## config.mk

```make
export PLATFORM = sky130hd
export DESIGN_NAME = tlp_ab_arbiter_flat
export DESIGN_NICKNAME = d
export VERILOG_FILES = /design/src/host_chan_pkg.sv /design/src/tlp_stream_if.sv /design/src/tlp_ab_arbiter.sv /design/src/flat_wrapper.sv
export VERILOG_INCLUDE_DIRS = /design/src /design/src/include
export SDC_FILE = /design/constraint.sdc
export NUM_CORES = 1
export LEC_CHECK = 0
export BUFFER_PORTS_ARGS = -buffer_cell sky130_fd_sc_hd__buf_2
export CAP_MARGIN = 20
export CELL_PAD_IN_SITES_DETAIL_PLACEMENT = 1
export CELL_PAD_IN_SITES_GLOBAL_PLACEMENT = 1
export CORE_MARGIN = 2
export CORE_UTILIZATION = 33
export DETAILED_ROUTE_END_ITERATION = 8
export HOLD_SLACK_MARGIN = 0.05
export PLACE_DENSITY = 0.93
export SLEW_MARGIN = 20
export SYNTH_ARGS = -nofsm -noshare
export SYNTH_HDL_FRONTEND = slang
export SYNTH_SLANG_ARGS = --single-unit
```

## constraint.sdc

```tcl
create_clock -name clk -period 8.9 [get_ports clk]
set_input_delay 2.67 -clock clk [delete_from_list [all_inputs] [get_ports clk]]
set_output_delay 2.67 -clock clk [all_outputs]
set_load 0.05 [all_outputs]
```

## src/include/host_chan_settings.svh

```systemverilog
/*
 * Build-time sizing for the host channel concentrator.
 * Included by the package and by every module that needs a width or a count.
 */

`ifndef HOST_CHAN_SETTINGS_SVH
`define HOST_CHAN_SETTINGS_SVH

// Number of virtual functions sharing the physical TLP stream pair
`define NUM_PORTS 4

// Width of the function number carried in each TLP header
`define FUNC_W 2

// Word address width and data word width of one TLP
`define ADDR_W 8
`define DATA_W 32

// Words held by the host memory completer
`define MEM_DEPTH 256

`endif

```

## src/host_chan_pkg.sv

```systemverilog
/*
 * Shared TLP types for the host channel concentrator.
 * Modules take the opcode enum and the header struct by a wildcard import.
 */

`include "host_chan_settings.svh"

package host_chan_pkg;

    // Request and completion opcodes carried in the header
    typedef enum logic [1:0]
    {
        OP_MEM_RD = 2'd0,
        OP_MEM_WR = 2'd1,
        // Write commit, carries no data
        OP_CPL    = 2'd2,
        // Read completion with data
        OP_CPL_D  = 2'd3
    } tlp_op_e;

    // One TLP header, sent alongside a single data word
    typedef struct packed
    {
        tlp_op_e               op;
        // Originating function on TX, destination function on RX
        logic [`FUNC_W-1:0]    func;
        // Matches a response to its request
        logic [7:0]            tag;
        // Word address in host memory
        logic [`ADDR_W-1:0]    addr;
    } tlp_hdr_t;

endpackage

```

## src/tlp_stream_if.sv

```systemverilog
/*
 * Valid/ready stream carrying one TLP header and one data word per beat.
 * The source drives valid and payload, the sink drives ready.
 */

`include "host_chan_settings.svh"

interface tlp_stream_if
    import host_chan_pkg::*;
();

    logic               valid;
    logic               ready;
    tlp_hdr_t           hdr;
    logic [`DATA_W-1:0] data;

    // Producer side of the stream
    modport source
    (
        output valid,
        output hdr,
        output data,
        input  ready
    );

    // Consumer side of the stream
    modport sink
    (
        input  valid,
        input  hdr,
        input  data,
        output ready
    );

endinterface
```

## src/tlp_ab_arbiter.sv

```systemverilog
/*
 * Merges the host-bound A and B TX streams into one stream.
 * Priority alternates after every grant and the winner is registered.
 */

`include "host_chan_settings.svh"

module tlp_ab_arbiter
    import host_chan_pkg::*;
(
    input  logic         clk,
    input  logic         rst_n,
    tlp_stream_if.sink   in_a,
    tlp_stream_if.sink   in_b,
    tlp_stream_if.source out
);

    logic               prio_b;
    logic               grant_a;
    logic               grant_b;
    logic               load_ok;
    logic               out_valid;
    tlp_hdr_t           out_hdr;
    logic [`DATA_W-1:0] out_data;

    // A wins when it is alone or when B does not hold priority
    assign grant_a = in_a.valid && (!in_b.valid || !prio_b);
    assign grant_b = in_b.valid && (!in_a.valid || prio_b);

    // Same slice rule as the mux, load while empty or unloading
    assign load_ok = !out_valid || out.ready;

    assign in_a.ready = load_ok && grant_a;
    assign in_b.ready = load_ok && grant_b;

    always_ff @(posedge clk)
    begin
        if (!rst_n)
        begin
            out_valid <= 1'b0;
            prio_b    <= 1'b0;
        end
        else if (load_ok && (grant_a || grant_b))
        begin
            out_valid <= 1'b1;
            // Hand priority to the side that just lost
            prio_b    <= grant_a;
        end
        else if (out.ready)
        begin
            out_valid <= 1'b0;
        end
    end

    always_ff @(posedge clk)
    begin
        if (load_ok && (grant_a || grant_b))
        begin
            out_hdr  <= grant_a ? in_a.hdr : in_b.hdr;
            out_data <= grant_a ? in_a.data : in_b.data;
        end
    end

    assign out.valid = out_valid;
    assign out.hdr   = out_hdr;
    assign out.data  = out_data;

endmodule

```

## src/flat_wrapper.sv

```systemverilog
// flat-port wrapper written by rule: the top's interface ports become plain ports
module tlp_ab_arbiter_flat import host_chan_pkg::*;
  (clk, rst_n, in_a_valid, in_a_hdr, in_a_data, in_a_ready, in_b_valid, in_b_hdr, in_b_data, in_b_ready, out_valid, out_hdr, out_data, out_ready);
  tlp_stream_if in_a_i ();
  tlp_stream_if in_b_i ();
  tlp_stream_if out_i ();
  input  logic clk;
  input  logic rst_n;
  input wire logic [$bits(in_a_i.valid)-1:0] in_a_valid;
  input wire logic [$bits(in_a_i.hdr)-1:0] in_a_hdr;
  input wire logic [$bits(in_a_i.data)-1:0] in_a_data;
  output wire logic [$bits(in_a_i.ready)-1:0] in_a_ready;
  input wire logic [$bits(in_b_i.valid)-1:0] in_b_valid;
  input wire logic [$bits(in_b_i.hdr)-1:0] in_b_hdr;
  input wire logic [$bits(in_b_i.data)-1:0] in_b_data;
  output wire logic [$bits(in_b_i.ready)-1:0] in_b_ready;
  output wire logic [$bits(out_i.valid)-1:0] out_valid;
  output wire logic [$bits(out_i.hdr)-1:0] out_hdr;
  output wire logic [$bits(out_i.data)-1:0] out_data;
  input wire logic [$bits(out_i.ready)-1:0] out_ready;
  assign in_a_i.valid = in_a_valid;
  assign in_a_i.hdr = in_a_hdr;
  assign in_a_i.data = in_a_data;
  assign in_a_ready = in_a_i.ready;
  assign in_b_i.valid = in_b_valid;
  assign in_b_i.hdr = in_b_hdr;
  assign in_b_i.data = in_b_data;
  assign in_b_ready = in_b_i.ready;
  assign out_valid = out_i.valid;
  assign out_hdr = out_i.hdr;
  assign out_data = out_i.data;
  assign out_i.ready = out_ready;
  tlp_ab_arbiter u_core (.clk(clk), .rst_n(rst_n), .in_a(in_a_i), .in_b(in_b_i), .out(out_i));
endmodule
```

* After elaboration in Yosys (flattened, before gate mapping)
Index checks and enable logic that the tools add are counted.
** Word-level totals
- Register bits :: 54
- Output and inout bits :: 55
- Logic and storage cells :: 25
** Cells by class
- Mux-type cells :: 4
- Reduce and logical (&&, ||, !) cells :: 14
** Operators by type and width (count)
- 32-bit 2-to-1 mux :: 1
- 20-bit 2-to-1 mux :: 1
- 1-bit logical AND :: 5
- 1-bit zero test :: 4
- 1-bit logical OR :: 4
- 1-bit 2-to-1 mux :: 2
- 2-bit nonzero test :: 1

* Logic depth before layout (Yosys ltp)
- Depth in word-level cells :: 6
- Mapped depth :: 3
- Mapped depth without buffers :: 3

* Worst setup path after synthesis
No wires, ideal clock.
- Path type :: in2out
- From :: input port out_ready
- To :: output port in_b_ready
- Arrival :: 3549 ps
- Required time :: 6230 ps
- Path slack :: 2681 ps
- Stages :: 3
- Buffers on the path :: 0
- Cells stage by stage :: nand2b_1 nand2_1 nor2_1
** On the way
- Longest elaborated chain between the ends :: 2
** RTL lines
- from (decl) :: line flat_wrapper.sv:20 : input wire logic [$bits(out_i.ready)-1:0] out_ready;
- 1-bit logical OR :: line tlp_ab_arbiter.sv:31 : assign load_ok = !out_valid || out.ready;
- 1-bit logical AND :: line tlp_ab_arbiter.sv:34 : assign in_b.ready = load_ok && grant_b;
- to (decl) :: line flat_wrapper.sv:16 : output wire logic [$bits(in_b_i.ready)-1:0] in_b_ready;
Every way passes these cells.

* Worst setup path after layout
Ends and elaborated chain as after synthesis.

==> impl_metrics.py <==
metrics = {
    "grt": {
        "grt_antenna_before_repair": 0,
        "grt_max_degree": 53,
        "gr-usage-all-layers_pct": 14.9,
        "grt_pass1_wl_um": 8560,
        "grt-ovfl-total": 0,
        "grt_pass1_vias": 1821,
    },
    "clock_network": {
        "clock-sinks": 54,
        "cts_hold_buf": 0,
        "postCtsSetupBuffers": 0,
        "cts_tree": "done",
        "cts_resized": 0,
        "numCtsBuffers": 5,
        "insertion_delay_ns": 0.30,
        "clk_pin_slew_worst_paths_ns": 0.08,
        "ctsLongestPathBuffers": 2,
        "htreeDepth": 2,
        "cts-root-buf": "clkbuf_8",
    },
    "finish": {
        "num-nets-final": 399,
        "antennaDiodeCount": 0,
        "utilization_pct": 48.7,
        "fill_cells": 762,
        "syn2layout_area_growth_pct": 42.8,
        "drive_gt1_share_pct": 76.3,
    },
    "sta": {
        "rsz0062_at_grt": "no",
        "setup-tns-final_ns": 0,
        "maxSlewViolCount": 0,
        "worstMarginPinSlew_ns": 0.706,
        "period_minus_slack_ns": 6.04,
        "max_slew_margin_pct": 52.9,
        "skew_ns": 0.00600,
        "hold_violations": 0,
        "fmax_ghz": 0.166,
        "period_share_pct": 67.8,
        "setup_viol": 0,
    },
    "synth": {
        "yosysTopAreaCell": "edfxtp_1",
        "yosysMostFrequentCell": "edfxtp_1",
        "synth_flop_cell": "edfxtp_1",
        "synth_mux_area_share_pct": 25.3,
        "yosys-top-cells-area": "edfxtp_1 (67%), mux2_2 (23%), mux2_1 (1.9%)",
        "synth_cell_type_count": 15,
        "ys_ff_latch": 54,
        "synth_top_family_by_area": "multiplexers",
        "syn-mean-instance-area_sq_um": 18.8,
        "syn-cell-area_sq_mm": 0.00232,
        "synth_warnings": 0,
        "synth_commonest_cells": "edfxtp_1 (52), mux2_2 (48), mux2_1 (4), buf_6 (3)",
        "synth_nets": 232,
        "yosys.area_share.adder_pct": 0,
        "synthArstFlopShare_pct": 0,
        "synth_xor_area_share_pct": 0,
        "synth_compound_area_share_pct": 1.73,
        "synth_simple_gate_area_share_pct": 1.73,
        "ys_seq_area_share_pct": 69.2,
        "synth_edf_count": 52,
        "synthCells": 123,
        "yosysTopAreaCellShare_pct": 67.4,
    },
    "drt": {
        "via_per_inst": 4.40,
        "drtIter0Drc": 52,
        "dr.pass1.iters": 3,
        "num_vias": 1704,
        "drc": 0,
        "ant_nets": 0,
        "detail_route.wl_per_cell_um": 15.5,
        "totalWireLength_um": 5980,
    },
    "worst_hold_path": {
        "min_delay_path_depth": 2,
        "min_path_type": "flip-flop to flip-flop",
    },
    "power_and_ir_drop": {
        "peakVddDrop_mv": 0.0686,
        "p_leak_uw": 0.00147,
        "p_per_area_mw_per_mm2": 188,
    },
    "critical_path": {
        "endpoint_kind": "output port",
        "cp_max_fo": 6,
        "crit_type": "input port to output port",
        "arrival_ns": 3.37,
        "cp.required_ns": 6.23,
        "cp-start-kind": "input port",
        "reg2reg_depth": 3,
    },
    "floorplan": {
        "ios": 164,
        "die_x_um": 87.8,
        "num_rows": 30,
        "start_util_pct": 34.1,
        "coreArea_sq_mm": 0.00679,
        "die_h_um": 87.8,
        "dieArea_sq_mm": 0.00770,
    },
    "job": {
        "maxCapViolCount": 0,
    },
    "placement": {
        "place.gp.congestion": 0.694,
        "dp_hpwl_um": 4780,
        "port_buffers": 163,
    },
    "status": {
        "run_status": "finished clean",
    },
}
## placed cells by master (no fill, tap or decap), types with 2 or more instances in the layout
cell	instances
buf_2	163
edfxtp_1	52
mux2_1	4
nand2_1	2
dfxtp_1	2
nor2_1	2
clkbuf_8	5
mux2_2	48
buf_4	2
## per-stage QoR
| step | instances | setup WS [ns] | total power (uW) | hold WS, ns | area, sq um |
|---|---|---|---|---|---|
| after floorplan | 123 | 2.68 | 448 | 0.643 | 2320 |
| after global placement | 379 | 2.88 | 494 | 0.613 | 3230 |
| after detailed placement | 379 | 2.86 | 500 | 0.649 | 3230 |
| after CTS | 387 | 2.86 | 632 | 0.673 | 3310 |
| after global routing | 387 | 2.75 | 648 | 0.739 | 3310 |
| final | 387 | 2.86 | 621 | 0.663 | 3310 |
## state kept, by name, indices dropped and copies added (netlist names)
| name | count |
|---|---|
| u_core.out.hdr | 20 |
| u_core.prio_b | 1 |
| u_core.out.data | 32 |
| u_core.out.valid | 1 |
## worst paths after layout
kind	startpoint	endpoint	slack, ns
min	u_core.out.valid	u_core.out.valid	0.66
max reg2reg	u_core.out.valid	u_core.out.hdr[12]	6.96
min reg2reg	u_core.out.valid	u_core.out.valid	0.66
max	out_ready	in_b_ready	2.86
## power breakdown
group / switching, uW / internal [uW]
logic: 122 / 54.5
registers: 6.32 / 309
clock network: 74.9 / 54.3
total: 203 / 418
## cell type report
class / count / area, sq um / area share (%)
clock buffers: 6 / 72.6 / 2.19
well taps: 96 / 120 / 3.63
clock inverters: 2 / 8.76 / 0.265
flip-flops and latches: 54 / 1600 / 48.4
repair buffers: 165 / 831 / 25.1
multi-input cells: 64 / 673 / 20.4
## logic make-up after synthesis
logic type	after synthesis
and+or+nand+nor	8
muxes	52
buffers and inverters	5
AOI/OAI and AO/OA	4
DFF	54
## routing by layer
layer  vias up  track usage, %  wire length (um)
li1        810               -                 -
met1       805            13.8              1960
met2        79            30.5              3560
met3        10            3.49               353
met4         0            5.45               106
met5         -               0                 0
## critical path, cell delays in order
cell and delay [ns]:
buf_2 0.07, nand2b_1 0.19, nand2_1 0.08, nor2_1 0.09
buf_2 0.26
Power figures use the tool's default switching activity.
