`config.mk`:
```
export PLATFORM = sky130hd
export DESIGN_NAME = local_commit_flat
export DESIGN_NICKNAME = d
export VERILOG_FILES = /design/src/host_chan_pkg.sv /design/src/tlp_stream_if.sv /design/src/local_commit.sv /design/src/flat_wrapper.sv
export VERILOG_INCLUDE_DIRS = /design/src /design/src/include
export SDC_FILE = /design/constraint.sdc
export NUM_CORES = 1
export LEC_CHECK = 0
export BUFFER_PORTS_ARGS = -buffer_cell sky130_fd_sc_hd__buf_2
export CORE_ASPECT_RATIO = 2
export CORE_MARGIN = 10
export CORE_UTILIZATION = 34
export DETAILED_ROUTE_END_ITERATION = 6
export GPL_TIMING_DRIVEN = 1
export PLACE_DENSITY = 0.82
export SYNTH_ARGS = -nofsm -noshare
export SYNTH_HDL_FRONTEND = slang
export SYNTH_SLANG_ARGS = --single-unit
```
`constraint.sdc`:
```
create_clock -name clk -period 3.3 [get_ports clk]
set_input_delay 0.33 -clock clk [delete_from_list [all_inputs] [get_ports clk]]
set_output_delay 0.33 -clock clk [all_outputs]
set_load 0.02 [all_outputs]
```
`src/include/host_chan_settings.svh`:
```
/*
 * Build-time sizing for the host channel concentrator.
 * Included by the package and by every module that needs a width or a count.
 */

`ifndef HOST_CHAN_SETTINGS_SVH
`define HOST_CHAN_SETTINGS_SVH

// Number of virtual functions sharing the physical TLP stream pair
`define NUM_PORTS 4

// Width of the function number carried in each TLP header
`define FUNC_W 2

// Word address width and data word width of one TLP
`define ADDR_W 8
`define DATA_W 32

// Words held by the host memory completer
`define MEM_DEPTH 256

`endif

```
`src/host_chan_pkg.sv`:
```
/*
 * Shared TLP types for the host channel concentrator.
 * Modules take the opcode enum and the header struct by a wildcard import.
 */

`include "host_chan_settings.svh"

package host_chan_pkg;

    // Request and completion opcodes carried in the header
    typedef enum logic [1:0]
    {
        OP_MEM_RD = 2'd0,
        OP_MEM_WR = 2'd1,
        // Write commit, carries no data
        OP_CPL    = 2'd2,
        // Read completion with data
        OP_CPL_D  = 2'd3
    } tlp_op_e;

    // One TLP header, sent alongside a single data word
    typedef struct packed
    {
        tlp_op_e               op;
        // Originating function on TX, destination function on RX
        logic [`FUNC_W-1:0]    func;
        // Matches a response to its request
        logic [7:0]            tag;
        // Word address in host memory
        logic [`ADDR_W-1:0]    addr;
    } tlp_hdr_t;

endpackage

```
`src/tlp_stream_if.sv`:
```
/*
 * Valid/ready stream carrying one TLP header and one data word per beat.
 * The source drives valid and payload, the sink drives ready.
 */

`include "host_chan_settings.svh"

interface tlp_stream_if
    import host_chan_pkg::*;
();

    logic               valid;
    logic               ready;
    tlp_hdr_t           hdr;
    logic [`DATA_W-1:0] data;

    // Producer side of the stream
    modport source
    (
        output valid,
        output hdr,
        output data,
        input  ready
    );

    // Consumer side of the stream
    modport sink
    (
        input  valid,
        input  hdr,
        input  data,
        output ready
    );

endinterface
```
`src/local_commit.sv`:
```
/*
 * Local write commit generator, placed after A/B arbitration.
 * Requests pass straight through to the completer; every memory write
 * also produces one commit TLP, which travels back on RX B.
 */

`include "host_chan_settings.svh"

module local_commit
    import host_chan_pkg::*;
(
    input  logic         clk,
    input  logic         rst_n,
    tlp_stream_if.sink   sink,
    tlp_stream_if.source req,
    tlp_stream_if.source commit
);

    logic     is_wr;
    logic     pass_ok;
    logic     wr_xfer;
    logic     commit_valid;
    tlp_hdr_t commit_hdr;

    assign is_wr = (sink.hdr.op == OP_MEM_WR);

    // A write may only go through once there is room for its commit
    assign pass_ok = !is_wr || !commit_valid;

    assign req.valid  = sink.valid && pass_ok;
    assign req.hdr    = sink.hdr;
    assign req.data   = sink.data;
    assign sink.ready = req.ready && pass_ok;

    assign wr_xfer = sink.valid && sink.ready && is_wr;

    // The commit register fills on the write's transfer cycle and
    // holds until RX B takes it
    always_ff @(posedge clk)
    begin
        if (!rst_n)
        begin
            commit_valid <= 1'b0;
        end
        else if (wr_xfer)
        begin
            commit_valid <= 1'b1;
        end
        else if (commit.ready)
        begin
            commit_valid <= 1'b0;
        end
    end

    // Commit echoes the request's routing fields
    always_ff @(posedge clk)
    begin
        if (wr_xfer)
        begin
            commit_hdr.op   <= OP_CPL;
            commit_hdr.func <= sink.hdr.func;
            commit_hdr.tag  <= sink.hdr.tag;
            commit_hdr.addr <= sink.hdr.addr;
        end
    end

    assign commit.valid = commit_valid;
    assign commit.hdr   = commit_hdr;
    // Commits carry no payload
    assign commit.data  = '0;

endmodule

```
`src/flat_wrapper.sv`:
```
// flat-port wrapper written by rule: the top's interface ports become plain ports
module local_commit_flat import host_chan_pkg::*;
  (clk, rst_n, sink_valid, sink_hdr, sink_data, sink_ready, req_valid, req_hdr, req_data, req_ready, commit_valid, commit_hdr, commit_data, commit_ready);
  tlp_stream_if sink_i ();
  tlp_stream_if req_i ();
  tlp_stream_if commit_i ();
  input  logic clk;
  input  logic rst_n;
  input wire logic [$bits(sink_i.valid)-1:0] sink_valid;
  input wire logic [$bits(sink_i.hdr)-1:0] sink_hdr;
  input wire logic [$bits(sink_i.data)-1:0] sink_data;
  output wire logic [$bits(sink_i.ready)-1:0] sink_ready;
  output wire logic [$bits(req_i.valid)-1:0] req_valid;
  output wire logic [$bits(req_i.hdr)-1:0] req_hdr;
  output wire logic [$bits(req_i.data)-1:0] req_data;
  input wire logic [$bits(req_i.ready)-1:0] req_ready;
  output wire logic [$bits(commit_i.valid)-1:0] commit_valid;
  output wire logic [$bits(commit_i.hdr)-1:0] commit_hdr;
  output wire logic [$bits(commit_i.data)-1:0] commit_data;
  input wire logic [$bits(commit_i.ready)-1:0] commit_ready;
  assign sink_i.valid = sink_valid;
  assign sink_i.hdr = sink_hdr;
  assign sink_i.data = sink_data;
  assign sink_ready = sink_i.ready;
  assign req_valid = req_i.valid;
  assign req_hdr = req_i.hdr;
  assign req_data = req_i.data;
  assign req_i.ready = req_ready;
  assign commit_valid = commit_i.valid;
  assign commit_hdr = commit_i.hdr;
  assign commit_data = commit_i.data;
  assign commit_i.ready = commit_ready;
  local_commit u_core (.clk(clk), .rst_n(rst_n), .sink(sink_i), .req(req_i), .commit(commit_i));
endmodule
```
# After elaboration in Yosys (flattened, before gate mapping)
# Cells that the tools add are included.
# Widths: inputs -> output; s select.
[totals]
register_bits = 19
in_bits = 57
word_cells = 15
[classes]
reduce_logical = 8
eq_ne = 1
n_mux = 2
[ops]
columns = ["cell", "count"]
rows = [
  ["$logic_and 1x1->1", 4],
  ["$eq 2x1->1 const B", 1],
  ["$logic_not 1->1", 2],
  ["$mux 1", 2],
  ["$reduce_bool 2->1", 1],
  ["$logic_or 1x1->1", 1],
]

# Depth between registers and ports, before layout
# Gate-level depths: netlist (run 1).
[depth]
word_depth = 7
ltp_mapped = 2

# Worst setup path before layout (run 1)
# No wires, ideal clock.
[synth_path]
path_kind = "input port to flip-flop"
start = "input port sink_hdr[19]"
end = "register u_core.commit.hdr[0] (netlist name)"
path_stages = 2
arrival_time_ns = 1.263
path_slack_ns = 1.647
setup_ns = 0.390
path_buffers = 0
path_cell_list = "nand2b_1 > nor3_2"
[synth_via]
elab_chain_cells = 6
[synth_rtl]
columns = ["item", "line", "rtl"]
rows = [
  ["start: declaration", "flat_wrapper.sv:10", "input wire logic [$bits(sink_i.hdr)-1:0] sink_hdr;"],
  ["$eq 2x1->1 (*)", "local_commit.sv:25", "assign is_wr = (sink.hdr.op == OP_MEM_WR);"],
  ["$logic_not 1->1", "local_commit.sv:28", "assign pass_ok = !is_wr || !commit_valid;"],
  ["$logic_or 1x1->1", "local_commit.sv:28", ""],
  ["$logic_and 1x1->1", "local_commit.sv:33", "assign sink.ready = req.ready && pass_ok;"],
  ["$logic_and 1x1->1", "local_commit.sv:35", "assign wr_xfer = sink.valid && sink.ready && is_wr;"],
  ["$logic_and 1x1->1 (*)", "local_commit.sv:35", ""],
  ["net u_core.wr_xfer", "local_commit.sv:21", "logic wr_xfer;"],
]
# The timed path passes the listed nets; every way through them passes the cells marked *.
# A chain may end at the register's enable or synchronous reset.

# Worst setup path in the final report (run 1)
[layout_path]
start = "register u_core.commit_valid, in the netlist u_core.commit.valid"
end = "output port sink_ready"
[layout_via]
elab_chain_cells = 3
[layout_rtl]
columns = ["item", "line", "rtl"]
rows = [
  ["start: declaration", "local_commit.sv:22", "logic commit_valid;"],
  ["start signal: assignment", "local_commit.sv:43", "commit_valid <= 1'b0;"],
  ["start signal: assignment", "local_commit.sv:47", "commit_valid <= 1'b1;"],
  ["start signal: assignment", "local_commit.sv:51", "commit_valid <= 1'b0;"],
  ["$logic_not 1->1", "local_commit.sv:28", ""],
  ["$logic_or 1x1->1", "local_commit.sv:28", ""],
  ["$logic_and 1x1->1", "local_commit.sv:33", ""],
  ["end: declaration", "flat_wrapper.sv:12", "output wire logic [$bits(sink_i.ready)-1:0] sink_ready;"],
]
# No other way between the ends.

==> results.py, run 1 <==
metrics = {
    "global_route": {
        "grtUsageTotal_pct": 8.63,
        "antenna_found_initial": 0,
        "grt_pass1_wl_um": 4520,
        "overflow": 0,
        "grt_pass1_vias": 804,
        "grt_max_degree": 19,
    },
    "cts": {
        "cts_setup_buffers": 0,
        "root_buffer": "clkbuf_8",
        "cts-buffers-inserted": 3,
        "cts_resized": 0,
        "holdBufCountCts": 0,
        "h-tree-depth": 1,
        "clock_latency_ns": 0.24,
        "clkTransAtPathRegs_ns": 0.06,
        "clockBufferDepth": 2,
        "cts.sinks": 19,
        "cts_tree": "built",
    },
    "sta": {
        "finalHoldViolCount": 0,
        "drv_slew": 0,
        "rsz0062_at_grt": "false",
        "setup-tns-final_ns": 0,
        "fin_skew_ns": 0.000700,
        "worst_slack_ns": 2.05,
        "fmax_mhz": 803,
        "fin_crit_sh_pct": 37.7,
        "finalWorstPathRequiredPeriod_ns": 1.25,
        "setup_viol": 0,
    },
    "placement": {
        "portBuffers": 65,
        "gp_congestion": 0.669,
        "place_area_um2": 1140,
        "placed_cells": 177,
        "dpl.hpwl_um": 2970,
        "pre_cts_slack_ns": 1.95,
    },
    "job": {
        "maxCapViolCount": 0,
    },
    "synthesis": {
        "yosys_warnings": 0,
        "syn_inst": 116,
        "netlist_area_um2": 1280,
        "synth_top_area_share_pct": 50.6,
        "yosysTopAreaCell": "buf_4",
        "ys_types": 12,
        "ys_seq_area_share_pct": 43.9,
        "yosys_register_bits": 19,
        "synth_area_leaders": "buf_4 51%, edfxtp_1 42%, dfxtp_1 1.6%",
        "syn_avg_cell_area_um2": 11.0,
    },
    "detailed_routing": {
        "drt_wl_total_um": 3200,
        "avgViaCountPerCell": 3.70,
        "drc_errors": 0,
        "drtIter0Drc": 6,
        "num_vias": 670,
        "drt.antenna.violating_nets": 0,
        "first_pass_iters": 3,
        "avgRoutedWirePerCell_um": 17.7,
    },
    "critical_path": {
        "cp-start-kind": "flop",
        "arrival_ns": 0.92,
        "path_max_fanout": 6,
        "required_ns": 2.97,
        "critPathCaptureType": "primary output",
        "path_class": "flop to primary output",
    },
    "floorplan": {
        "die_x_um": 63.3,
        "io_pins": 164,
        "start_util_pct": 35.4,
        "die_area_um2": 6750,
        "core_area_um2": 3610,
        "rows": 31,
        "die_h_um": 107,
    },
    "finish": {
        "drive_above_1_share_pct": 53.0,
        "syn_to_final_growth_pct": -6.76,
        "final_nets": 190,
        "fin_util_pct": 33.0,
        "fin_area_um2": 1190,
        "n_antenna_cell": 0,
        "final_cells": 181,
    },
    "outcome": {
        "status": "finished, final reports clean",
    },
    "pwr": {
        "power_leakage_uw": 0.000585,
        "power_density_nw_per_um2": 439,
        "vdd_drop_max_mv": 0.261,
    },
    "min_path": {
        "hold_path_class": "input pin to flop",
    },
}
final timing paths:
| check | from | end | slack (ns) | cells after the start |
|---|---|---|---|---|
| hold / removal | sink_hdr[17] | u_core.commit.hdr[17] | 0.27 | 1 |
| setup reg to reg | u_core.commit.valid | u_core.commit.hdr[3] | 2.19 | 2 |
| hold reg to reg | u_core.commit.valid | u_core.commit.valid | 0.58 | 2 |
| setup / recovery | u_core.commit.valid | sink_ready | 2.05 | 2 |
layout by cell type, fill, tap and decap left out:
| master | n |
|---|---|
| nor2b_1 | 1 |
| conb_1 | 34 |
| nand2b_1 | 1 |
| clkbuf_1 | 1 |
| dfxtp_1 | 1 |
| nand4b_1 | 1 |
| o21ai_1 | 1 |
| a21boi_1 | 2 |
| edfxtp_1 | 18 |
| nand2_1 | 1 |
| buf_2 | 65 |
| clkbuf_8 | 3 |
| nand3b_1 | 1 |
| buf_4 | 1 |
| nor3_2 | 1 |
cell families after synthesis:
| group | Yosys count | share of synthesized area (%) |
|---|---|---|
| AOI/OAI and AO/OA | 3 | 1.57 |
| buffers and inverters | 86 | 50.6 |
| DFF | 19 | 43.9 |
| other | 2 | 0.588 |
| and+or+nand+nor | 6 | 3.33 |
Yosys cell counts, drive strengths merged:
cell / number
a21boi: 2
buf: 86
conb: 2
dfxtp: 1
edfxtp: 18
nand2: 1
nand2b: 1
nand3b: 1
nand4b: 1
nor2b: 1
nor3: 1
o21ai: 1
sequential cells by signal, summed over array words and instances, names as in the netlist:
signal               cells
u_core.commit.hdr       18
u_core.commit.valid      1
metrics by stage:
step / hold slack, ns / power (uW)
3_3_place_gp: 0.523 / 375
3_5_place_dp: 0.521 / 377
6_report: 0.272 / 523
5_1_grt: 0.261 / 546
4_1_cts: 0.271 / 524
2_1_floorplan: 0.429 / 444
where the power goes:
part           switching (uW)  internal (uW)
registers                1.32            269
clock network            65.0           85.3
logic                    77.6           24.6
metal layers:
metal	track usage [%]	vias to the layer above	wire length, um
met5	0	-	0
met4	9.75	0	312
met3	6.78	44	647
met2	13.9	66	1500
met1	5.50	275	740
li1	-	285	-
critical path: stages (launching register included):
cell      delay, ns
dfxtp_1        0.42
a21boi_1       0.09
buf_2          0.16
layout make-up:
type | count | area, um2
fill | 387 | 2420
sequential | 19 | 561
timing repair buffer | 66 | 333
multi-input combinational | 43 | 190
tap | 49 | 61.3
clock buffer | 4 | 45.0
Power figures use the tool's default switching activity.
==> run 2, diff against run 1 <==
--- a/config.mk
+++ b/config.mk
@@ -9,10 +9,10 @@
 export BUFFER_PORTS_ARGS = -buffer_cell sky130_fd_sc_hd__buf_2
 export CORE_ASPECT_RATIO = 2
 export CORE_MARGIN = 10
-export CORE_UTILIZATION = 34
+export CORE_UTILIZATION = 32
 export DETAILED_ROUTE_END_ITERATION = 6
 export GPL_TIMING_DRIVEN = 1
-export PLACE_DENSITY = 0.82
+export PLACE_DENSITY = 0.78
 export SYNTH_ARGS = -nofsm -noshare
 export SYNTH_HDL_FRONTEND = slang
 export SYNTH_SLANG_ARGS = --single-unit
==> constraint.sdc (replaced) <==
create_clock -name clk -period 1.2 [get_ports clk]
set_input_delay 0.12 -clock clk [delete_from_list [all_inputs] [get_ports clk]]
set_output_delay 0.12 -clock clk [all_outputs]
set_load 0.02 [all_outputs]
==> results.py, run 2 (same netlist as run 1, synthesis figures left out) <==
metrics = {
    "global_route": {
        "grtUsageTotal_pct": 8.01,
        "grt_pass1_wl_um": 4350,
        "met2_usage_pct": 10.8,
        "use_met3_pct": 5.20,
        "grt_util_met1_pct": 6.13,
        "antenna_found_initial": 0,
        "gr-max-usage-layer": "met4",
        "grt_max_degree": 19,
        "grt_pass1_vias": 861,
        "overflow": 0,
    },
    "cts": {
        "cts-buffers-inserted": 3,
        "root_buffer": "clkbuf_8",
        "cts_resized": 0,
        "cts_tree": "built",
        "h-tree-depth": 1,
        "clkTransAtPathRegs_ns": 0.06,
        "cts_setup_buffers": 0,
        "clockBufferDepth": 2,
        "clock_latency_ns": 0.24,
        "holdBufCountCts": 0,
        "cts.sinks": 19,
    },
    "pwr": {
        "power_leakage_uw": 0.000591,
        "power_density_nw_per_um2": 1190,
        "vdd_drop_max_mv": 0.577,
    },
    "critical_path": {
        "critPathLaunch": "u_core.commit.valid",
        "required_ns": 1.08,
        "arrival_ns": 0.98,
        "path_class": "flop to primary output",
        "cp-start-kind": "flop",
        "rr_startpoint": "u_core.commit.valid",
        "critPathCaptureType": "primary output",
        "path_max_fanout": 6,
        "r2r_cells": 2,
    },
    "detailed_routing": {
        "avgRoutedWirePerCell_um": 16.7,
        "drtIter0Drc": 5,
        "num_vias": 688,
        "drc_errors": 0,
        "avgViaCountPerCell": 3.76,
        "first_pass_iters": 4,
        "drt.antenna.violating_nets": 0,
        "drt_wl_total_um": 3060,
    },
    "sta": {
        "fin_skew_ns": 0.000818,
        "fmax_mhz": 911,
        "hold-worst-slack_ns": 0.0590,
        "finalWorstPathRequiredPeriod_ns": 1.10,
        "setup_viol": 0,
        "finalHoldViolCount": 0,
        "setup-tns-final_ns": 0,
        "fin_crit_sh_pct": 91.5,
        "drv_slew": 0,
        "rsz0062_at_grt": "false",
    },
    "finish": {
        "fin_area_um2": 1210,
        "mostFrequentLayoutCell": "buf_2",
        "fin_util_pct": 31.6,
        "final_nets": 190,
        "drive_above_1_share_pct": 53.8,
        "largest_reg_flops": 18,
        "n_antenna_cell": 0,
        "syn_to_final_growth_pct": -4.80,
        "final_cell_mix": "65 x buf_2, 34 x conb_1, 18 x edfxtp_1",
    },
    "placement": {
        "place_area_um2": 1170,
        "gp_congestion": 0.664,
        "portBuffers": 65,
        "dpl.hpwl_um": 2770,
    },
    "floorplan": {
        "die_area_um2": 7070,
        "start_util_pct": 33.2,
        "die_x_um": 64.7,
        "core_area_um2": 3840,
        "die_h_um": 109,
        "rows": 32,
        "io_pins": 164,
    },
    "min_path": {
        "min_from": "sink_hdr[12]",
        "hold_path_class": "input pin to flop",
        "hold_path_depth": 1,
    },
    "job": {
        "maxCapViolCount": 0,
    },
    "outcome": {
        "status": "finished, final reports clean",
    },
}
-- run 2: changes by cell type in the layout (fill, tap and decap cells not counted) --
cell,delta
nor3_4,+1
buf_4,-1
buf_12,+1
dfxtp_4,+1
dfxtp_1,-1
nor3_2,-1
-- run 2: final cells by class --
type	instances	area, um2
timing repair buffer	66	345
sequential	19	564
multi-input combinational	43	196
fill	427	2630
tap	51	63.8
clock buffer	4	45.0
-- run 2: path summary, 6_finish.rpt --
path	endpoint	slack (ns)
worst max-delay path	sink_ready	0.10
worst min-delay path	u_core.commit.hdr[12]	0.06
worst max register to register	u_core.commit.hdr[13]	0.22
worst min register to register	u_core.commit.valid	0.56
-- run 2: worst max-delay path, stage by stage (launching register included) --
cell	delay, ns
dfxtp_4	0.37
a21boi_1	0.17
buf_2	0.20
-- run 2: power breakdown --
part	internal (uW)	switching (uW)
clock	235	180
sequential	738	3.85
combinational	70.5	216
-- run 2: per-layer routing --
metal	share of wire, %	routed length (um)
met5	0	0
met1	28	871
met3	18	548
met4	13	404
met2	40	1240
-- run 2: through the flow --
step                setup slack [ns]  std cells  power (uW)
CTS                           0.0846        183        1460
global route                  0.0441        183        1520
detailed placement            0.0844        179        1040
global placement               0.103        179        1030
floorplan                    -0.0327        148        1220
finish                         0.102        183        1440
